===== config.mk =====
export PLATFORM = sky130hd
export DESIGN_NAME = bank_fifo
export DESIGN_NICKNAME = d
export VERILOG_FILES = /design/src/source/bank_fifo.sv
export SDC_FILE = /design/constraint.sdc
export NUM_CORES = 1
export LEC_CHECK = 0
export BUFFER_PORTS_ARGS = -buffer_cell sky130_fd_sc_hd__buf_2
export CAP_MARGIN = 20
export CORE_MARGIN = 5
export CORE_UTILIZATION = 53
export CTS_BUF_LIST = sky130_fd_sc_hd__clkbuf_4
export CTS_CLUSTER_DIAMETER = 200
export CTS_CLUSTER_SIZE = 10
export DETAILED_ROUTE_END_ITERATION = 7
export GPL_TIMING_DRIVEN = 0
export HOLD_SLACK_MARGIN = 0.02
export PLACE_DENSITY_LB_ADDON = 0.12
export SYNTH_ARGS = -nofsm -noshare
export SYNTH_HDL_FRONTEND = slang
export SYNTH_SLANG_ARGS = --single-unit

===== constraint.sdc =====
create_clock -name clk -period 1.55 [get_ports clk]
set_clock_uncertainty 0.15 [all_clocks]
set_input_delay 0.155 -clock clk [delete_from_list [all_inputs] [get_ports clk]]
set_output_delay 0.155 -clock clk [all_outputs]
set_load 0.01 [all_outputs]

===== src/source/bank_fifo.sv =====
`timescale 1ns/1ps

module bank_fifo #(
    parameter int  DEPTH  = 4,
    parameter type item_t = logic [7:0]
) (
    input  logic  clk,
    input  logic  reset,
    input  logic  push,
    input  item_t push_item,
    input  logic  pop,
    output item_t head,
    output logic  not_empty,
    output logic  almost_full
);

    localparam int PTR_BITS   = (DEPTH > 1) ? $clog2(DEPTH) : 1;
    localparam int COUNT_BITS = $clog2(DEPTH + 1);

    item_t                 slots [DEPTH];
    logic [PTR_BITS-1:0]   rd_ptr;
    logic [PTR_BITS-1:0]   wr_ptr;
    logic [COUNT_BITS-1:0] count;

    assign head      = slots[rd_ptr];
    assign not_empty = (count != '0);

    // includes this cycle's push, so items already in the pipeline still fit
    assign almost_full = (int'(count) + int'(push)) > (DEPTH - 2);

    always_ff @(posedge clk) begin
        if (push) begin
            slots[wr_ptr] <= push_item;
        end
    end

    always_ff @(posedge clk) begin
        if (reset) begin
            rd_ptr <= '0;
            wr_ptr <= '0;
            count  <= '0;
        end else begin
            if (push) begin
                wr_ptr <= (wr_ptr == PTR_BITS'(DEPTH - 1)) ? '0 : wr_ptr + 1'b1;
            end
            if (pop) begin
                rd_ptr <= (rd_ptr == PTR_BITS'(DEPTH - 1)) ? '0 : rd_ptr + 1'b1;
            end
            count <= count + COUNT_BITS'(push) - COUNT_BITS'(pop);
        end
    end

endmodule


==> impl_metrics.env, run 1 <==
export IMPL_synthTopCellsByArea="edfxtp_1, dfxtp_1, mux4_2"
export IMPL_worstSetupPathType="reg2out"
export IMPL_postLayoutSetupSlackWorst_ps=-289.7
export IMPL_synth_seq_cells=41
export IMPL_die_w_um=65.76
export IMPL_cts_sinks=41
export IMPL_num_antenna_cells=0
export IMPL_yosys_warnings=0
export IMPL_dpl_instance_area_mm2=0.001814
export IMPL_path_clk_slew_ps=110
export IMPL_grt_max_degree=13
export IMPL_drc=0
export IMPL_htreeDepth=2
export IMPL_fill_cells=224
export IMPL_max_stage_delay_ps=350
export IMPL_maxCapViolCount=0
export IMPL_path_common_cell="ha_4"
export IMPL_dr_total_vias=856
export IMPL_hold_viol=0
export IMPL_synth_cell_type_count=18
export IMPL_fin_crit_sh_pct=118.7
export IMPL_fin_util_pct=67.77
export IMPL_register_area_mm2=0.001144
export IMPL_fin_area_mm2=0.002052
export IMPL_async_reset_ff_share_pct=0
export IMPL_die_h_um=65.76
export IMPL_period_needed_ps=1840
export IMPL_grt_usage_pct=14.55
export IMPL_ys_seq_area_share_pct=69.25
export IMPL_drt_first_pass_iters=4
export IMPL_grt_pass1_wl_mm=4.512
export IMPL_status="finished with violations"
export IMPL_clock_fmax_mhz=543.6
export IMPL_rows=20
export IMPL_m1WireLength_mm=1.040
export IMPL_hold_class="in2reg"
export IMPL_p_leak_nw=0.7801
export IMPL_slew_limit_headroom_pct=72.79
export IMPL_io_buffers=21
export IMPL_grt_pass1_vias=925
export IMPL_synth_xor_xnor_area_share_pct=1.063
export IMPL_synthMuxAreaShare_pct=12.15
export IMPL_synth_top_family_by_area="multiplexers"
export IMPL_synthAdderAreaFrac_pct=8.808
export IMPL_start_util_pct=54.42
export IMPL_drive_gt1_share_pct=38.17
export IMPL_totalWireLength_mm=2.549
export IMPL_cts_tree="done"
export IMPL_syn2layout_area_growth_pct=24.53
export IMPL_antenna_found_initial=0
export IMPL_worst_pin_slew_ps=408.1
export IMPL_slowest_stage="dfxtp_2"
export IMPL_wl_met2_mm=1.338
export IMPL_dr_wl_met3_um=138
export IMPL_yosys_area_share_simple_pct=5.163
export IMPL_pin_count=22
export IMPL_synthTopCellsByCount="edfxtp_1, ha_1, dfxtp_1"
export IMPL_synth_edff_count=32
export IMPL_p_per_area_mw_per_mm2=1074
export IMPL_synth_top_cell_by_area="edfxtp_1"
export IMPL_worstSetupEndpointType="primary output"
export IMPL_rsz0062_at_grt="true"
export IMPL_viasPerCell=4.891
export IMPL_finalMaxSlewViolations=0
export IMPL_peakVddDrop_mv=0.6326
export IMPL_clockRootBuffer="clkbuf_4"
export IMPL_wl_per_cell_um=14.57
export IMPL_multi_input_area_um2=501.7
export IMPL_critPathLaunchType="flip-flop"
export IMPL_yosysMostFrequentCell="edfxtp_1"
export IMPL_antenna_left=0
export IMPL_die_area_mm2=0.004324
export IMPL_cp_max_fo=2
export IMPL_fin_total_pwr_mw=2.205
export IMPL_dp_slack_ps=-119.2
export IMPL_dp_hpwl_mm=1.754
export IMPL_syn_num_nets=112
export IMPL_cp_cell_sequence="ha_4 > ha_4 > xor2_1 > a221o_1 > buf_2"
export IMPL_synth_area_mm2=0.001648
export IMPL_synth_main_ff_cell="edfxtp_1"
export IMPL_dr_max_layer_used="met4"
export IMPL_clock_latency_ps=330
export IMPL_synth_compound_area_share_pct=1.215
export IMPL_drt_iter0_drc=25
export IMPL_cts_buffers_inserted=5
export IMPL_nNetsFinal=153
export IMPL_syn_inst=89
export IMPL_violations="negative setup slack"
export IMPL_arrival_ps=1530
export IMPL_cts_buffer_depth=2
export IMPL_setup_viol=12
export IMPL_place_congestion=0.7121
export IMPL_syn_avg_cell_area_um2=18.51
export IMPL_synth_top_area_share_pct=58.31
export IMPL_coreArea_mm2=0.003028
export IMPL_gr_total_overflow=0
export IMPL_cp_required_ps=1240
==> layout by cell type, fill, tap and decap left out <==
| cell type | count |
|---|---|
| dlygate4sd3_1 | 11 |
| dfxtp_1 | 7 |
| clkinv_2 | 2 |
| xor2_1 | 2 |
| mux4_2 | 8 |
| and2_1 | 1 |
| fa_2 | 1 |
| and2_2 | 3 |
| mux2i_1 | 2 |
| nor2b_1 | 2 |
| ha_2 | 1 |
| clkbuf_4 | 6 |
| clkbuf_2 | 1 |
| buf_4 | 2 |
| buf_2 | 18 |
| nand2b_1 | 2 |
| a21oi_1 | 2 |
| buf_6 | 3 |
| or3b_1 | 2 |
| or3_1 | 1 |
| edfxtp_1 | 32 |
| a221o_1 | 1 |
| nor2_1 | 3 |
| ha_1 | 7 |
| inv_1 | 6 |
| dfxtp_2 | 2 |
| buf_12 | 1 |
| ha_4 | 2 |
==> per-layer routing <==
| layer | track usage (%) | up-vias |
|---|---|---|
| met3 | 5.812 | 5 |
| met2 | 25.16 | 20 |
| met5 | 0 | - |
| met1 | 16.28 | 412 |
| met4 | 4.663 | 0 |
| li1 | - | 419 |
==> what timing repair did <==
item	4_1_cts	5_1_grt
setup buffers	1	1
cloned	0	0
hold buffers	11	0
pin swaps	1	0
gates resized for setup	7	6
endpoints found under the hold margin	41	0
endpoints found under the setup margin	11	31
==> power breakdown <==
group | internal, mW | switching (mW)
registers | 1.25 | 0.0413
clock network | 0.191 | 0.322
logic | 0.220 | 0.177
total | 1.66 | 0.540
==> cell families (layout without fill, tap and decap cells) <==
logic type	count (synthesis)	after routing
buffers and inverters	8	50
xor gates and xnor gates	2	2
AOI/OAI and AO/OA	3	3
muxes	10	10
and+or+nand+nor	14	14
DFF	41	41
adders and majority gates	11	11
==> critical path, delay by kind of cell (launching register included) <==
kind            cells  cell delay, ps
fa+ha+maj           2             310
xor+xnor            1             140
compound gates      1             260
flops               1             350
buf+inv             1             140
==> area by class of cell <==
type | count | share of cell area, %
tap | 44 | 2.683
multi-input combinational | 40 | 24.45
inverter | 6 | 1.098
clock buffer | 6 | 2.195
buffer | 2 | 1.220
timing repair buffer | 34 | 12.13
sequential | 41 | 55.73
clock inverter | 2 | 0.4878
==> through the flow <==
| stage | instances | TNS, ps | hold slack (ps) |
|---|---|---|---|
| floorplan | 89 | -72.91 | 69.20 |
| global placement | 154 | -182.7 | 217.5 |
| detailed placement | 154 | -191.5 | 230.5 |
| CTS | 174 | -2906 | 50.00 |
| global route | 175 | -3622 | 56.97 |
| finish | 175 | -2563 | 60.99 |
==> path summary, 6_finish.rpt <==
path,startpoint,end,slack (ps),cells past startpoint
worst min-delay path,push,wr_ptr[1],60,3
worst min register to register,rd_ptr[0],flip-flop,370,2
worst max register to register,count[0],count[1],-250,7
worst max-delay path,count[0],almost_full,-290,5
==> flip-flops by register name (all words and copies together) (netlist names), named ones only <==
register  cells
count         3
rd_ptr        2
slots        32
wr_ptr        2
Note: power is estimated with default switching activity, not from simulation.
==> inputs of run 2 (changes only) <==
--- a/config.mk
+++ b/config.mk
@@ -7,9 +7,8 @@
 export LEC_CHECK = 0
 export BUFFER_PORTS_ARGS = -buffer_cell sky130_fd_sc_hd__buf_2
 export CAP_MARGIN = 20
-export CORE_MARGIN = 5
-export CORE_UTILIZATION = 53
-export CTS_BUF_LIST = sky130_fd_sc_hd__clkbuf_4
+export CORE_MARGIN = 1.5
+export CORE_UTILIZATION = 50
 export CTS_CLUSTER_DIAMETER = 200
 export CTS_CLUSTER_SIZE = 10
 export DETAILED_ROUTE_END_ITERATION = 7
==> impl_metrics.env, run 2 (synthesis results as in run 1) <==
export IMPL_place_congestion=0.6698
export IMPL_grt_max_degree=14
export IMPL_cts_buffer_depth=2
export IMPL_die_w_um=60.41
export IMPL_path_clk_slew_ps=110
export IMPL_viasPerCell=5.230
export IMPL_die_area_mm2=0.003649
export IMPL_worstSetupEndpointType="primary output"
export IMPL_drc=0
export IMPL_fin_util_pct=68.23
export IMPL_final_cell_mix="edfxtp_1, buf_2, dlygate4sd3_1"
export IMPL_cp_max_fo=2
export IMPL_dp_cells=154
export IMPL_dr_total_vias=910
export IMPL_cp_required_ps=1240
export IMPL_slew_limit_headroom_pct=71.54
export IMPL_dp_hpwl_mm=1.662
export IMPL_critPathLaunchType="flip-flop"
export IMPL_layout_cells_non_filler=174
export IMPL_arrival_ps=1530
export IMPL_syn2layout_area_growth_pct=28.47
export IMPL_grt_pass1_vias=911
export IMPL_fin_crit_sh_pct=118.6
export IMPL_wl_per_cell_um=14.37
export IMPL_cts_sinks=41
export IMPL_htreeDepth=2
export IMPL_p_per_area_mw_per_mm2=1204
export IMPL_grt_usage_pct=16.80
export IMPL_gr_total_overflow=0
export IMPL_pin_count=22
export IMPL_violations="negative setup slack"
export IMPL_totalWireLength_mm=2.501
export IMPL_hold_viol=0
export IMPL_antenna_left=0
export IMPL_p_leak_nw=0.8052
export IMPL_start_util_pct=53.10
export IMPL_rsz0062_at_grt="true"
export IMPL_grt_pass1_wl_mm=4.160
export IMPL_worst_pin_slew_ps=426.9
export IMPL_cts_tree="done"
export IMPL_drt_iter0_drc=22
export IMPL_rows=20
export IMPL_finalMaxSlewViolations=0
export IMPL_postLayoutSetupSlackWorst_ps=-288.4
export IMPL_worstSetupPathType="reg2out"
export IMPL_period_needed_ps=1838
export IMPL_clock_latency_ps=340
export IMPL_coreArea_mm2=0.003103
export IMPL_num_antenna_cells=0
export IMPL_io_buffers=21
export IMPL_drt_first_pass_iters=4
export IMPL_status="finished with violations"
export IMPL_largestRegisters="slots: 32 flops, count: 3 flops"
export IMPL_antenna_found_initial=0
export IMPL_setup_viol=12
export IMPL_fill_cells=232
export IMPL_peakVddDrop_mv=0.6846
export IMPL_clock_fmax_mhz=543.9
export IMPL_cts_buffers_inserted=5
export IMPL_clockRootBuffer="clkbuf_4"
export IMPL_die_h_um=60.41
export IMPL_mostFrequentLayoutCell="edfxtp_1"
export IMPL_maxCapViolCount=0
export IMPL_nNetsFinal=152
export IMPL_largest_reg_flops=32
export IMPL_hold_class="in2reg"
export IMPL_regMostFlops="slots"
export IMPL_drive_gt1_share_pct=39.23
## run 2: changes by cell type in the layout (fill, tap and decap cells not counted)
cell / previous run / this run
buf_6: 3 / 7
nor2b_2: 0 / 1
buf_2: 18 / 14
nor2b_1: 2 / 1
clkbuf_4: 6 / 5
bufinv_16: 0 / 2
clkinv_2: 2 / 1
dlygate4sd3_1: 11 / 10
## run 2: report_power, final
part / internal [mW] / switching, mW
clock network: 0.499 / 0.338
logic: 0.235 / 0.182
registers: 1.25 / 0.0396
## run 2: repair_timing
item,CTS,global route
endpoints found under the hold margin,41,0
gates resized for setup,8,10
endpoints found under the setup margin,11,29
hold buffers,10,0
buffers inserted,1,1
pin swaps,1,0
## run 2: path summary, 6_finish.rpt
check | startpoint | endpoint | slack [ps] | depth (start not counted)
hold / removal | pop | flip-flop | 40 | 3
setup / recovery | count[0] | almost_full | -290 | 5
hold reg to reg | rd_ptr[0] | flip-flop | 360 | 2
setup reg to reg | count[0] | count[1] | -260 | 7
## run 2: final cells by class
type | count | area, um2 | area share [%]
Clock buffer | 5 | 37.54 | 1.773
Tap cell | 44 | 55.05 | 2.600
Buffer | 2 | 25.02 | 1.182
Inverter | 6 | 22.52 | 1.064
Clock inverter | 3 | 65.06 | 3.073
Timing Repair Buffer | 33 | 264.0 | 12.47
Sequential cell | 41 | 1144 | 54.02
Multi-Input combinational cell | 40 | 504.2 | 23.82
## run 2: critical path, cell delays in order (launching register included)
cell and delay, ps:
dfxtp_2 350, ha_4 160, ha_4 150, xor2_1 140, a221o_1 260, buf_2 140
## run 2: stage by stage
| step | hold WS [ps] | power, mW | TNS [ps] | worst slack (ps) | instance area [um2] |
|---|---|---|---|---|---|
| detailed placement | 227.9 | 1.662 | -249.7 | -131.3 | 1814 |
| global route | 39.65 | 2.676 | -3508 | -366.8 | 2117 |
| floorplan | 69.20 | 1.537 | -72.91 | -56.62 | 1654 |
| global placement | 217.5 | 1.645 | -153.1 | -84.99 | 1814 |
| CTS | 21.84 | 2.548 | -2960 | -310.7 | 2067 |
| finish | 37.56 | 2.549 | -2587 | -288.4 | 2117 |
## run 2: metal layers
layer | vias up | share of wire, % | routed length, um | global-route usage, %
li1 | 420 | - | - | -
met1 | 461 | 41 | 1029 | 19.65
met2 | 24 | 54 | 1339 | 28.11
met3 | 5 | 4.0 | 101 | 6.397
met4 | 0 | 1.2 | 30 | 6.667
met5 | - | 0 | 0 | 0
==> inputs of run 3 (changes only) <==
--- a/config.mk
+++ b/config.mk
@@ -5,10 +5,11 @@
 export SDC_FILE = /design/constraint.sdc
 export NUM_CORES = 1
 export LEC_CHECK = 0
+export ABC_AREA = 1
 export BUFFER_PORTS_ARGS = -buffer_cell sky130_fd_sc_hd__buf_2
 export CAP_MARGIN = 20
 export CORE_MARGIN = 1.5
-export CORE_UTILIZATION = 50
+export CORE_UTILIZATION = 51
 export CTS_CLUSTER_DIAMETER = 200
 export CTS_CLUSTER_SIZE = 10
 export DETAILED_ROUTE_END_ITERATION = 7
==> constraint.sdc (replaced) <==
create_clock -name clk -period 1.55 [get_ports clk]
set_clock_uncertainty 0.15 [all_clocks]
set_input_delay 0.155 -clock clk [delete_from_list [all_inputs] [get_ports clk]]
set_output_delay 0.155 -clock clk [all_outputs]
set_load 0.02 [all_outputs]
==> impl_metrics.env, run 3 <==
export IMPL_status="finished with violations"
export IMPL_violations="negative setup slack"
export IMPL_clock_latency_ps=300
export IMPL_coreArea_mm2=0.003633
export IMPL_syn_num_nets=218
export IMPL_antenna_found_initial=0
export IMPL_die_h_um=64.41
export IMPL_postLayoutSetupSlackWorst_ps=-135.8
export IMPL_peakVddDrop_mv=0.7016
export IMPL_clockRootBuffer="clkbuf_8"
export IMPL_power_switching_uw=827.3
export IMPL_place_congestion=0.6830
export IMPL_start_util_pct=52.93
export IMPL_async_reset_ff_share_pct=0
export IMPL_grt_pass1_vias=1276
export IMPL_yosys_warnings=0
export IMPL_setup_viol=10
export IMPL_critPathLaunchType="flip-flop"
export IMPL_switching_share_pct=28.66
export IMPL_cp_required_ps=1240
export IMPL_synth_main_ff_cell="edfxtp_1"
export IMPL_hold_class="in2reg"
export IMPL_io_buffers=21
export IMPL_wl_per_cell_um=13.27
export IMPL_htreeDepth=2
export IMPL_grt_pass1_wl_mm=5.713
export IMPL_max_stage_delay_ps=340
export IMPL_worst_pin_slew_ps=380.4
export IMPL_totalWireLength_mm=3.809
export IMPL_grt_max_degree=14
export IMPL_fin_util_pct=72.76
export IMPL_clock_fmax_mhz=593.2
export IMPL_cts_tree="done"
export IMPL_num_antenna_cells=0
export IMPL_dpl_instance_area_mm2=0.002115
export IMPL_cts_sinks=41
export IMPL_die_area_mm2=0.004148
export IMPL_antenna_left=0
export IMPL_synth_top_area_share_pct=49.97
export IMPL_die_w_um=64.41
export IMPL_fin_area_mm2=0.002644
export IMPL_viasPerCell=4.645
export IMPL_ys_seq_area_share_pct=59.34
export IMPL_mostFrequentLayoutCell="inv_1"
export IMPL_rows=22
export IMPL_cts_buffer_depth=2
export IMPL_grt_usage_pct=19.33
export IMPL_syn_inst=195
export IMPL_arrival_ps=1380
export IMPL_drive_gt1_share_pct=38.49
export IMPL_nNetsFinal=261
export IMPL_period_needed_ps=1686
export IMPL_cp_max_fo=2
export IMPL_worstSetupEndpointType="primary output"
export IMPL_synth_area_mm2=0.001923
export IMPL_yosysMostFrequentCell="inv_1"
export IMPL_dr_total_vias=1333
export IMPL_maxCapViolCount=0
export IMPL_syn_avg_cell_area_um2=9.862
export IMPL_r2r_cells=7
export IMPL_syn2layout_area_growth_pct=37.48
export IMPL_p_leak_nw=1.255
export IMPL_drc=0
export IMPL_synthTopCellsByArea="edfxtp_1, inv_1, dfxtp_1"
export IMPL_dp_hpwl_mm=2.250
export IMPL_regMostFlops="slots"
export IMPL_clockPowerShare_pct=28.6
export IMPL_gr_total_overflow=0
export IMPL_synth_top_cell_by_area="edfxtp_1"
export IMPL_fin_total_pwr_mw=2.887
export IMPL_worstSetupPathType="reg2out"
export IMPL_synthTopCellsByCount="inv_1, nand2_1, edfxtp_1"
export IMPL_p_per_area_mw_per_mm2=1092
export IMPL_p_comb_share_pct=25.8
export IMPL_drt_iter0_drc=49
export IMPL_intPower_mw=2.059
export IMPL_slew_limit_headroom_pct=74.61
export IMPL_hold_viol=0
export IMPL_cp_cell_sequence="ha_4 > ha_4 > nand2_2 > nand2_1 > inv_1 > nand2_1 > buf_6"
export IMPL_synth_cell_type_count=18
export IMPL_cts_buffers_inserted=5
export IMPL_slowest_stage="dfxtp_2"
export IMPL_path_clk_slew_ps=80
export IMPL_fin_crit_sh_pct=108.8
export IMPL_drt_first_pass_iters=4
export IMPL_largest_reg_flops=32
export IMPL_finalMaxSlewViolations=0
export IMPL_pin_count=22
export IMPL_hold_depth=4
export IMPL_largestRegisters="slots: 32 flops, count: 3 flops"
export IMPL_seqPwrFrac_pct=45.6
export IMPL_synth_seq_cells=41
export IMPL_final_cell_mix="inv_1, edfxtp_1, nand2_1"
export IMPL_synth_edff_count=32
export IMPL_rsz0062_at_grt="true"
run 3: cells by family after synthesis:
family / share of synthesized area [%]
and+or+nand+nor: 19.06
DFF: 59.34
buffers and inverters: 12.62
AOI/OAI and AO/OA: 0.5205
xor gates and xnor gates: 0.9110
adders and majority gates: 7.547
run 3: worst paths after layout:
check	slack (ps)	to	start
worst min-delay path	40	flip-flop	pop
worst min register to register	380	flip-flop	rd_ptr[0]
worst max register to register	-130	count[1]	count[0]
worst max-delay path	-140	almost_full	count[0]
run 3: power by group through the flow:
stage | Sequential, mW | Combinational [mW] | Clock [mW]
2_1_floorplan | 1.32 | 0.376 | 0
3_3_place_gp | 1.33 | 0.503 | 0
3_5_place_dp | 1.33 | 0.526 | 0
4_1_cts | 1.31 | 0.660 | 0.845
5_1_grt | 1.32 | 0.816 | 0.886
6_report | 1.32 | 0.745 | 0.827
run 3: layout make-up:
| cell class | count | area [um2] |
|---|---|---|
| buffer | 5 | 58.81 |
| clock buffer | 7 | 107.6 |
| clock inverter | 1 | 7.507 |
| fill | 261 | 989.7 |
| inverter | 51 | 201.4 |
| multi-input combinational | 98 | 744.5 |
| sequential | 41 | 1144 |
| tap | 48 | 60.06 |
| timing repair buffer | 36 | 320.3 |
run 3: metrics by stage:
step                      hold slack, ps  cells  setup TNS [ps]  setup WS, ps
after floorplan                    68.77    195               0         2.874
after global placement             188.3    264          -49.00        -32.83
after detailed placement           190.1    264          -125.5        -71.48
after CTS                          27.72    287          -390.4        -133.3
after global routing               58.16    287          -994.1        -177.4
final                              39.57    287          -373.0        -135.8
run 3: routing by layer:
metal  wire [um]  GRT usage [%]  vias to the layer above
met5           0              0                        -
met4          65          8.777                        0
met3         123          5.810                        8
met2        2080          35.29                       21
met1        1541          20.26                      627
li1            -              -                      677
run 3: worst max-delay path: cells and delay by family (launching register included):
| kind | cells | cell delay, ps |
|---|---|---|
| adder cells (fa/ha/maj) | 2 | 420 |
| flip-flops | 1 | 340 |
| buffers and inverters | 2 | 150 |
| AND/OR/NAND/NOR | 3 | 150 |
run 3: what timing repair did:
action / 4_1_cts / 5_1_grt
endpoints found under the setup margin: 11 / 11
pin swaps: 6 / 12
setup buffers: 5 / 0
hold endpoints to repair: 34 / 0
hold buffers: 9 / 0
gates cloned: 1 / 0
resized for setup: 26 / 43
