===== src/source/cache_cfg_pkg.sv =====
package cache_cfg_pkg;

    // bank geometry
    localparam int WORD_BYTES     = 4;
    localparam int WORDS_PER_LINE = 4;
    localparam int LINE_COUNT     = 64;

    // derived sizes
    localparam int WORD_BITS      = 8 * WORD_BYTES;
    localparam int LINE_BYTES     = WORD_BYTES * WORDS_PER_LINE;
    localparam int LINE_BITS      = 8 * LINE_BYTES;
    localparam int LINE_ADDR_BITS = 16;
    localparam int INDEX_BITS     = $clog2(LINE_COUNT);
    localparam int TAG_BITS       = LINE_ADDR_BITS - INDEX_BITS;
    localparam int WORD_SEL_BITS  = $clog2(WORDS_PER_LINE);

    // line address is {tag, index}
    typedef logic [LINE_ADDR_BITS-1:0] line_addr_t;
    typedef logic [INDEX_BITS-1:0]     index_t;
    typedef logic [TAG_BITS-1:0]       tag_t;

    typedef logic [WORD_SEL_BITS-1:0]  word_sel_t;
    typedef logic [WORD_BYTES-1:0]     byteen_t;
    typedef logic [WORD_BITS-1:0]      word_t;

    // full line as seen on the memory side
    typedef logic [LINE_BITS-1:0]      line_t;
    typedef logic [LINE_BYTES-1:0]     line_byteen_t;

endpackage

===== src/source/cache_bus_pkg.sv =====
package cache_bus_pkg;

    // request id handed back with the read response
    typedef logic [7:0] req_tag_t;

    // core side request, one word per transfer
    typedef struct packed {
        cache_cfg_pkg::line_addr_t addr;
        cache_cfg_pkg::word_sel_t  word_sel;
        // 1 = write, 0 = read
        logic                      rw;
        cache_cfg_pkg::byteen_t    byteen;
        cache_cfg_pkg::word_t      data;
        req_tag_t                  tag;
    } core_req_t;

    // read responses only, writes get none
    typedef struct packed {
        cache_cfg_pkg::word_t data;
        req_tag_t             tag;
    } core_rsp_t;

    // line fill read or write-through store
    typedef struct packed {
        cache_cfg_pkg::line_addr_t   addr;
        logic                        rw;
        cache_cfg_pkg::line_byteen_t byteen;
        cache_cfg_pkg::line_t        data;
    } mem_req_t;

    // only one fill is ever outstanding, so no id
    typedef struct packed {
        cache_cfg_pkg::line_t data;
    } mem_rsp_t;

endpackage


===== src/source/cache_bank_ctrl.sv =====
`timescale 1ns/1ps

module cache_bank_ctrl (
    input  logic                       clk,
    input  logic                       reset,
    input  cache_bus_pkg::core_req_t   core_req,
    input  logic                       core_req_valid,
    input  cache_bus_pkg::mem_rsp_t    mem_rsp,
    input  logic                       mem_rsp_valid,
    input  logic                       tag_hit,
    input  cache_cfg_pkg::word_t       read_word,
    input  logic                       crsq_almost_full,
    input  logic                       mreq_almost_full,
    output logic                       core_req_ready,
    output logic                       mem_rsp_ready,
    output logic                       tag_op_lookup,
    output logic                       tag_op_fill,
    output logic                       tag_op_clear,
    output cache_cfg_pkg::line_addr_t  op_addr,
    output logic                       data_read,
    output logic                       data_write,
    output logic                       data_fill,
    output cache_cfg_pkg::word_sel_t   op_word_sel,
    output cache_cfg_pkg::byteen_t     op_byteen,
    output cache_cfg_pkg::word_t       op_word,
    output cache_cfg_pkg::line_t       fill_line,
    output logic                       crsq_push,
    output cache_bus_pkg::core_rsp_t   crsq_item,
    output logic                       mreq_push,
    output cache_bus_pkg::mem_req_t    mreq_item
);

    typedef enum logic [2:0] {
        ST_INIT,
        ST_RUN,
        ST_MISS_WAIT,
        ST_REPLAY_MISS,
        ST_REPLAY_HELD
    } state_t;

    state_t                    state;
    cache_cfg_pkg::index_t     sweep_idx;

    // stage 0 is being looked up, stage 1 has its lookup result
    cache_bus_pkg::core_req_t  st0_req;
    cache_bus_pkg::core_req_t  st1_req;
    cache_bus_pkg::core_req_t  op_req;
    logic                      st0_valid;
    logic                      st1_valid;

    logic                      req_fire;
    logic                      fill_fire;
    logic                      advance;
    logic                      write_block;
    logic                      st1_read;
    logic                      st1_write;
    logic                      result_valid;
    logic                      read_hit;
    logic                      read_miss;
    logic                      write_hit;
    logic                      write_thru;

    assign st1_read  = st1_valid && !st1_req.rw;
    assign st1_write = st1_valid && st1_req.rw;

    // tag_hit belongs to stage 1 only in these two states
    assign result_valid = (state == ST_RUN) || (state == ST_REPLAY_HELD);

    assign read_hit   = result_valid && st1_read && tag_hit;
    assign read_miss  = (state == ST_RUN) && st1_read && !tag_hit;
    assign write_hit  = (state == ST_RUN) && st1_write && tag_hit;
    assign write_thru = (state == ST_RUN) && st1_write;

    // no read in stage 0 while a write sits in stage 1
    assign write_block = st0_valid && st0_req.rw;

    assign core_req_ready = (state == ST_RUN) && !read_miss && !write_block
                            && !crsq_almost_full && !mreq_almost_full;
    assign req_fire       = core_req_valid && core_req_ready;

    assign mem_rsp_ready  = (state == ST_MISS_WAIT);
    assign fill_fire      = mem_rsp_valid && mem_rsp_ready;

    // both stages hold still from a miss until the replay of the held request
    assign advance = ((state == ST_RUN) && !read_miss) || (state == ST_REPLAY_HELD);

    // stage 1 owns the stores while it writes, misses or replays
    always_comb begin
        op_req = st0_req;
        if ((state != ST_RUN && state != ST_REPLAY_HELD) || st1_write) begin
            op_req = st1_req;
        end
    end

    assign op_addr     = (state == ST_INIT) ? cache_cfg_pkg::line_addr_t'(sweep_idx)
                                            : op_req.addr;
    assign op_word_sel = op_req.word_sel;
    assign op_byteen   = op_req.byteen;
    assign op_word     = op_req.data;
    assign fill_line   = mem_rsp.data;

    assign tag_op_clear  = (state == ST_INIT);
    assign tag_op_fill   = fill_fire;
    assign data_fill     = fill_fire;
    assign tag_op_lookup = (result_valid && st0_valid) || (state == ST_REPLAY_MISS);
    assign data_read     = tag_op_lookup && !op_req.rw;
    assign data_write    = write_hit;

    assign crsq_push      = read_hit;
    assign crsq_item.data = read_word;
    assign crsq_item.tag  = st1_req.tag;

    // write-through item carries the word in every slot, enables at its own slot
    assign mreq_push      = read_miss || write_thru;
    assign mreq_item.addr = st1_req.addr;
    assign mreq_item.rw   = st1_req.rw;
    assign mreq_item.byteen = st1_req.rw
        ? cache_cfg_pkg::line_byteen_t'(st1_req.byteen)
              << (int'(st1_req.word_sel) * cache_cfg_pkg::WORD_BYTES)
        : '0;
    assign mreq_item.data = st1_req.rw ? {cache_cfg_pkg::WORDS_PER_LINE{st1_req.data}} : '0;

    always_ff @(posedge clk) begin
        if (reset) begin
            state     <= ST_INIT;
            sweep_idx <= '0;
            st0_valid <= 1'b0;
            st1_valid <= 1'b0;
        end else begin
            if (advance) begin
                st1_valid <= st0_valid;
                st0_valid <= req_fire;
            end
            case (state)
                ST_INIT: begin
                    sweep_idx <= sweep_idx + 1'b1;
                    if (sweep_idx == cache_cfg_pkg::index_t'(cache_cfg_pkg::LINE_COUNT - 1)) begin
                        state <= ST_RUN;
                    end
                end
                ST_RUN: begin
                    if (read_miss) begin
                        state <= ST_MISS_WAIT;
                    end
                end
                ST_MISS_WAIT: begin
                    if (fill_fire) begin
                        state <= ST_REPLAY_MISS;
                    end
                end
                // missed read looks up again, then the held one
                ST_REPLAY_MISS: state <= ST_REPLAY_HELD;
                ST_REPLAY_HELD: state <= ST_RUN;
                default: state <= ST_INIT;
            endcase
        end
    end

    always_ff @(posedge clk) begin
        if (advance) begin
            st1_req <= st0_req;
        end
        if (req_fire) begin
            st0_req <= core_req;
        end
    end

endmodule


===== config.mk =====
export PLATFORM = sky130hd
export DESIGN_NAME = cache_bank_ctrl
export DESIGN_NICKNAME = d
export VERILOG_FILES = /design/src/source/cache_cfg_pkg.sv /design/src/source/cache_bus_pkg.sv /design/src/source/cache_bank_ctrl.sv
export SDC_FILE = /design/constraint.sdc
export NUM_CORES = 1
export LEC_CHECK = 0
export BUFFER_PORTS_ARGS = -buffer_cell sky130_fd_sc_hd__buf_2
export CORE_AREA = 2 2 246 248
export DETAILED_ROUTE_END_ITERATION = 10
export DIE_AREA = 0 0 248 250
export GPL_TIMING_DRIVEN = 0
export SLEW_MARGIN = 20
export SYNTH_ARGS = -nofsm -noshare
export SYNTH_HDL_FRONTEND = slang
export SYNTH_SLANG_ARGS = --single-unit

===== constraint.sdc =====
create_clock -name clk -period 5.71 [get_ports clk]
set_clock_uncertainty 0.1 [all_clocks]
set_input_delay 0.571 -clock clk [delete_from_list [all_inputs] [get_ports clk]]
set_output_delay 0.571 -clock clk [all_outputs]
set_load 0.01 [all_outputs]

==> results of run 1 <==
[layout make-up]
| cell class | instances | area share (%) |
|---|---|---|
| inverter | 2 | 0.0646 |
| antenna | 5 | 0.108 |
| sequential | 137 | 34.5 |
| clock buffer | 17 | 3.66 |
| tap | 782 | 8.42 |
| timing repair buffer | 465 | 20.5 |
| multi-input combinational | 211 | 12.3 |
| clock inverter | 15 | 1.51 |
| buffer | 302 | 19.0 |
[state kept, by name (all words and copies together) (netlist names)]
| name | cells |
|---|---|
| crsq_item | 8 |
| mreq_item | 17 |
| st0_req | 63 |
| st0_valid | 1 |
| st1_req | 38 |
| st1_valid | 1 |
| state | 3 |
| sweep_idx | 6 |
[cell families after synthesis]
group                    Yosys count  share of synthesized area [%]
adder cells (fa/ha/maj)            1                          0.164
AO/OA/AOI/OAI                     44                           3.53
XOR/XNOR                           5                          0.574
multiplexers                      40                           5.89
AND/OR/NAND/NOR                  121                           8.36
buffers and inverters            304                           29.0
flip-flops                       137                           52.5
[worst reg2reg max path: stages (launching register included)]
cell and delay, ns:
dfxtp_1 0.30, buf_2 0.21, nor3b_1 0.57, nand2_1 0.27
nor2_4 0.58, buf_12 0.27, buf_12 0.22
[synth_stat cells, types with 3 or more instances]
| library cell | count | area [µm²] |
|---|---|---|
| buf_4 | 282 | 2120 |
| edfxtp_1 | 126 | 3780 |
| mux2_2 | 39 | 439 |
| and2_1 | 33 | 206 |
| nand2_1 | 23 | 86.3 |
| nor2_1 | 20 | 75.1 |
| nand3_1 | 17 | 85.1 |
| a21oi_1 | 14 | 70.1 |
| clkbuf_1 | 12 | 45.0 |
| o21ai_0 | 12 | 60.1 |
| dfxtp_1 | 11 | 220 |
| nand2b_1 | 9 | 56.3 |
| buf_2 | 5 | 25.0 |
| o211ai_1 | 5 | 37.5 |
| and3_1 | 4 | 25.0 |
| xnor2_1 | 4 | 35.0 |
| nor3b_1 | 3 | 22.5 |
[routing by layer]
metal / vias up / track usage, % / wire length [µm]
met5: - / 0 / 95
met4: 14 / 2.69 / 1050
met3: 63 / 3.12 / 2860
met2: 377 / 20.9 / 18900
met1: 2997 / 8.64 / 9790
li1: 2921 / - / -
[power by group through the flow]
stage | Combinational [mW] | Sequential (mW) | Clock, mW
floorplan | 1.17 | 1.34 | 0
global placement | 1.92 | 1.38 | 0
detailed placement | 1.97 | 1.36 | 0
CTS | 1.98 | 1.34 | 1.19
global route | 2.10 | 1.36 | 1.23
finish | 1.93 | 1.34 | 1.15
[worst max path at each step]
stage	end
6_report	mreq_item[78]
5_1_grt	op_word[2]
4_1_cts	op_word[2]
3_5_place_dp	op_word[2]
3_3_place_gp	st0_req[11]$_DFFE_PP_
2_1_floorplan	st0_req[0]$_DFFE_PP_
[per-stage QoR]
step / setup TNS (ns) / cells / hold WS, ns
after global placement: -25.31 / 1896 / 0.302
after CTS: 0 / 1931 / 0.165
final: 0 / 1936 / 0.203
after global routing: 0 / 1933 / 0.170
after floorplan: 0 / 652 / 0.300
after detailed placement: 0 / 1899 / 0.305
==> qor.csv, run 1 <==
stage;metric;value;unit
status;status;complete, no violations;
cts;clkSlewWorstSetupHoldPaths;0.07;ns
setup_path;crit_required;5.04;ns
layout;syn2layout_area_growth;52.2;%
setup_path;r2r-end;st0_req[11]$_DFFE_PP_;
cts;cts_made_buffers;17;
die;num_rows;90;
routing;drt_iter0_markers;246;
setup_path;critical_path.max_fanout;10;
sta;fin_ws;2.16;ns
cts;cts-resized-gates;0;
die;core_area;59600;µm²
placement;port_buffers;462;
cts;htreeDepth;4;
sta;setup_viol_count_final;0;
yosys;netlist_area;7630;µm²
die;dieHeight;250;µm
layout;final_common_cell;buf_2;
yosys;synth_cell_types;44;
cts;root_buffer;clkbuf_16;
layout;fin_nets;1367;
setup_path;crit_buf_inv;4;
die;dieArea;62000;µm²
layout;final_util;19.5;%
pwr;leakagePower;5.48;nW
placement;post-place-ws;2.36;ns
layout;multiInputGateArea;1430;µm²
global_route;overflow;0;
setup_path;crit_family;buffers and inverters;
placement;post-dp-hpwl;28000;µm
pwr;powerDensity;381;nW/µm²
setup_path;rr_startpoint;state[0]$_SDFFE_PP0P_;
sta;hold_viol;0;
pwr;p_seq_share;30.3;%
die;die_x;248;µm
routing;post_drt_via_cell_ratio;3.29;
placement;dpl_cell_area;11000;µm²
cts;cts_setup_buffers;0;
setup_path;cp-end-kind;primary output;
min_path;hold_depth;1;
global_route;grt_pass1_wl;42900;µm
die;io_pins;623;
min_path;hold_end;st0_req[9]$_DFFE_PP_;
cts;clock_path_buffers;2;
setup_path;worstPathCellList;clkbuf_1 -> clkbuf_1 -> and2_1 -> buf_4 -> buf_2;
yosys;synth_edf_count;126;
yosys;synthArstFlopShare;0;%
cts;holdBufCountCts;0;
sta;fin_crit_sh;62.2;%
sta;rsz0062_at_grt;no;
pwr;intPower;2.81;mW
layout;seqCellArea;4000;µm²
setup_path;worst_setup_path_start_kind;register;
setup_path;rrSetupSlack;2.87;ns
placement;place.gp.congestion;0.795;
min_path;min_from;core_req[9];
pwr;pwr-share-clk;26.0;%
layout;postLayoutCellArea;11600;µm²
min_path;hold_class;in -> reg;
routing;finalWirelength;32700;µm
routing;vias;6372;
setup_path;worst-r2r-cell-count;6;
die;start_util;12.8;%
pwr;fin_total_pwr;4.42;mW
routing;drc;0;
global_route;antenna_found_initial;18;
global_route;grt.total_usage;9.93;%
routing;final_antenna_net_count;0;
pwr;vdd_drop_max;0.192;mV
global_route;grt_max_degree;51;
setup_path;crit_path_frequent_cell;clkbuf_1;
sta;period_needed;3.55;ns
cts;insertion_delay;0.44;ns
yosys;synthesis.nets;883;
layout;drive_gt1_share;72.1;%
cts;cts_tree;done;
yosys;yosysWarningCount;0;
layout;fillers;6529;
global_route;grt_pass1_vias;6146;
pwr;p_switching;1.62;mW
setup_path;crit_start;mreq_item[144]$_DFFE_PP_;
yosys;netlist_instances;652;
yosys;postSynthAreaPerCell;11.7;µm²
pwr;power.share.switching;36.6;%
sta;drv_slew;0;
layout;final_cell_mix;buf_2 (467), buf_4 (282), edfxtp_1 (126), mux2_2 (39), and2_1 (33);
pwr;p_comb_share;43.7;%
routing;dr.pass1.iters;4;
routing;drt-wirelength-per-cell;16.9;µm
setup_path;critical_path_class;reg -> out;
setup_path;slowest_stage;clkbuf_1;
setup_path;worst_path_largest_cell_delay;0.80;ns
yosys;synth_seq_cells;137;
cts;cts.sinks;137;
sta;worst_slew_pin_slew;0.998;ns
setup_path;crit_cells;5;
setup_path;worstPathArrival;2.88;ns
sta;timing.fmax;282;MHz
sta;max_slew_margin;33.4;%
yosys;ys.flop_type;edfxtp_1;
run;max_cap_violations;0;
yosys;synth-seq-area-share;52.5;%
No activity file was read; power rests on OpenSTA's default activity.
==> run 2, diff against run 1 <==
--- a/config.mk
+++ b/config.mk
@@ -5,10 +5,11 @@
 export SDC_FILE = /design/constraint.sdc
 export NUM_CORES = 1
 export LEC_CHECK = 0
+export ABC_AREA = 1
 export BUFFER_PORTS_ARGS = -buffer_cell sky130_fd_sc_hd__buf_2
-export CORE_AREA = 2 2 246 248
+export CORE_AREA = 2 2 240 242
 export DETAILED_ROUTE_END_ITERATION = 10
-export DIE_AREA = 0 0 248 250
+export DIE_AREA = 0 0 242 244
 export GPL_TIMING_DRIVEN = 0
 export SLEW_MARGIN = 20
 export SYNTH_ARGS = -nofsm -noshare
==> constraint.sdc (replaced) <==
create_clock -name clk -period 3.6 [get_ports clk]
set_clock_uncertainty 0.1 [all_clocks]
set_input_delay 0.36 -clock clk [delete_from_list [all_inputs] [get_ports clk]]
set_output_delay 0.36 -clock clk [all_outputs]
set_load 0.01 [all_outputs]
==> run 2 against run 1 <==
Against the previous run:
- global-route usage is 1.3 points higher
- cell area is 5.8% higher
- total power is 62% higher
- clock-buffer cell count is 3 higher
- register-to-register slack worse by 1.7 ns
- critical path type unchanged
- routed wire length is 7.0% higher
- non-clock buffer count is 62 higher
- sequential share of layout area is 1.9 points lower
==> qor.csv, run 2 <==
stage;metric;value;unit;change
routing;drt_iter0_markers;310;;+26%
placement;dp.cells;2016;;+6.2%
pwr;vdd_drop_max;0.356;mV;+85%
setup_path;crit_start;mreq_item[144]$_DFFE_PP_;;
layout;final_common_cell;buf_2;;
sta;worst_slew_pin_slew;0.936;ns;-0.0623 ns
sta;period_needed;2.91;ns;
yosys;postSynthAreaPerCell;9.72;µm²;-17%
setup_path;cp-end-kind;primary output;;
placement;port_buffers;461;;-0.22%
layout;top_register;st0_req;;
global_route;antenna_found_initial;21;;+3
setup_path;rrSetupSlack;1.13;ns;-1.74 ns
yosys;yosysWarningCount;0;;unchanged
yosys;synthesis.nets;1028;;+16%
routing;dr.pass1.iters;5;;+1
die;io_pins;623;;unchanged
sta;setup_viol_count_final;0;;unchanged
routing;vias;7046;;+11%
min_path;hold_depth;1;;unchanged
layout;syn2layout_area_growth;58.8;%;
die;start_util;13.8;%;+0.98 points
run;max_cap_violations;0;;unchanged
yosys;ys.flop_type;edfxtp_1;;
min_path;hold_class;in -> reg;;
layout;drive_gt1_share;59.1;%;-13 points
global_route;grt_pass1_wl;47000;µm;+9.6%
setup_path;critical_path.max_fanout;10;;unchanged
placement;post-dp-hpwl;29300;µm;+4.6%
yosys;synth_top_area_cell;edfxtp_1;;
cts;root_buffer;clkbuf_16;;
pwr;leakagePower;6.27;nW;+14%
cts;cts-resized-gates;0;;unchanged
global_route;grt_max_degree;42;;-18%
cts;insertion_delay;0.43;ns;about the same
yosys;synthArstFlopShare;0;%;unchanged
sta;timing.fmax;343;MHz;
global_route;grt_pass1_vias;6586;;+7.2%
die;num_rows;87;;-3.3%
layout;fin_nets;1569;;+15%
setup_path;rr_startpoint;mreq_item[144]$_DFFE_PP_;;
cts;clock_path_buffers;2;;unchanged
sta;hold_viol;0;;unchanged
yosys;netlist_instances;797;;+22%
placement;place.gp.congestion;0.841;;+5.8%
layout;final_cells;2113;;+9.1%
routing;post_drt_via_cell_ratio;3.33;;+1.3%
sta;rsz0062_at_grt;no;;
setup_path;critical_path_class;reg -> out;;
pwr;powerDensity;584;nW/µm²;+53%
cts;htreeDepth;4;;unchanged
sta;fin_crit_sh;80.9;%;
yosys;synth_cell_types;26;;-41%
cts;cts_tree;done;;
routing;final_antenna_net_count;0;;unchanged
yosys;netlist_top_cells_area;edfxtp_1 (49%), buf_4 (28%), nand2_1 (7.8%), nand3_1 (3.5%), dfxtp_1 (2.8%);;
die;dieHeight;244;µm;-2.4%
cts;cts.sinks;137;;unchanged
layout;largest_reg_flops;63;;unchanged
setup_path;worstPathArrival;2.45;ns;-0.43 ns
status;status;complete, no violations;;
die;die_x;242;µm;-2.4%
yosys;synth_edf_count;126;;unchanged
yosys;netlist_area;7740;µm²;+1.5%
pwr;fin_total_pwr;7.19;mW;+62%
die;core_area;56200;µm²;-5.7%
global_route;grt.total_usage;11.2;%;+1.3 points
yosys;synth-seq-area-share;51.7;%;-0.77 points
yosys;synth_common_cells;buf_4 (285), nand2_1 (161), edfxtp_1 (126);;
setup_path;r2r-end;st0_req[4]$_DFFE_PP_;;
yosys;synth_seq_cells;137;;unchanged
yosys;synth_top_area_share;48.9;%;-0.73 points
setup_path;worst_setup_path_start_kind;register;;
routing;finalWirelength;35000;µm;+7.0%
min_path;min_from;core_req[42];;
cts;cts_made_buffers;17;;unchanged
sta;max_slew_margin;37.6;%;+4.2 points
routing;drc;0;;unchanged
routing;drt-wirelength-per-cell;16.6;µm;-1.9%
global_route;overflow;0;;unchanged
min_path;hold_end;st0_req[42]$_DFFE_PP_;;
setup_path;crit_required;3.14;ns;-1.90 ns
yosys;yosys.cell_count.top_type;buf_4;;
layout;final_cell_mix;buf_2 (473), buf_4 (285), nand2_1 (160), edfxtp_1 (126), dlygate4sd3_1 (59);;
layout;fillers;6220;;-4.7%
sta;drv_slew;0;;unchanged
cts;clkSlewWorstSetupHoldPaths;0.06;ns;about the same
setup_path;worst-r2r-cell-count;7;;+1
die;dieArea;59000;µm²;-4.8%
run 2: cell families (layout without fill, tap and decap cells):
family | Yosys count | in the layout | share of synthesized area [%]
adder cells (fa/ha/maj) | 1 | 1 | 0.162
flip-flops | 137 | 137 | 51.7
buffers and inverters | 359 | 913 | 31.5
AO/OA/AOI/OAI | 28 | 28 | 1.81
AND/OR/NAND/NOR | 272 | 272 | 14.8
other | 0 | 6 | 0
run 2: critical path: stages (launching register included):
cell and delay [ns]:
edfxtp_1 0.37, buf_2 0.37, buf_1 0.59, nand2_1 0.17, inv_1 0.24, buf_4 0.14, buf_2 0.12
run 2: power breakdown:
part / switching, mW / internal, mW / total, mW
registers: 0.136 / 2.02 / 2.16
clock network: 0.735 / 1.19 / 1.92
logic: 1.72 / 1.38 / 3.11
run 2: worst max path at each step:
| stage | end |
|---|---|
| floorplan | st0_req[0]$_DFFE_PP_ |
| global placement | crsq_item[3]$_DFFE_PP_ |
| detailed placement | mreq_item[78] |
| CTS | mreq_item[78] |
| global route | mreq_item[46] |
| finish | mreq_item[78] |
run 2: layout make-up:
type / instances / area (µm²) / area share (%)
plain buffers: 307 / 2240 / 18.3
repair buffers: 522 / 2950 / 24.0
clock inverters: 12 / 188 / 1.53
inverters: 52 / 198 / 1.61
diodes: 6 / 15.0 / 0.122
flip-flops and latches: 137 / 4000 / 32.6
clock buffers: 20 / 447 / 3.63
well taps: 756 / 946 / 7.69
multi-input cells: 301 / 1310 / 10.6
run 2: per-layer routing:
metal,share of wire [%],wire [µm],global-route usage (%)
met4,2.7,928,4.32
met1,34,12000,11.0
met2,56,19700,22.0
met3,6.8,2370,3.06
met5,0.16,55,0
run 2: through the flow:
stage | area [µm²] | util, % | setup WS [ns] | hold slack (ns) | setup TNS (ns)
after floorplan | 7740 | - | 0.758 | 0.300 | 0
after global placement | 11000 | 19.6 | -0.422 | 0.301 | -49.02
after detailed placement | 11100 | 19.7 | 1.03 | 0.305 | 0
after CTS | 12300 | 21.9 | 0.538 | 0.00312 | 0
after global routing | 12300 | 21.9 | 0.483 | 0.0134 | 0
final | 12300 | 21.9 | 0.687 | 0.0337 | 0
run 2: what timing repair did:
| action | CTS | global route |
|---|---|---|
| hold endpoints to repair | 59 | 0 |
| buffers inserted | 0 | 0 |
| hold buffers | 59 | 0 |
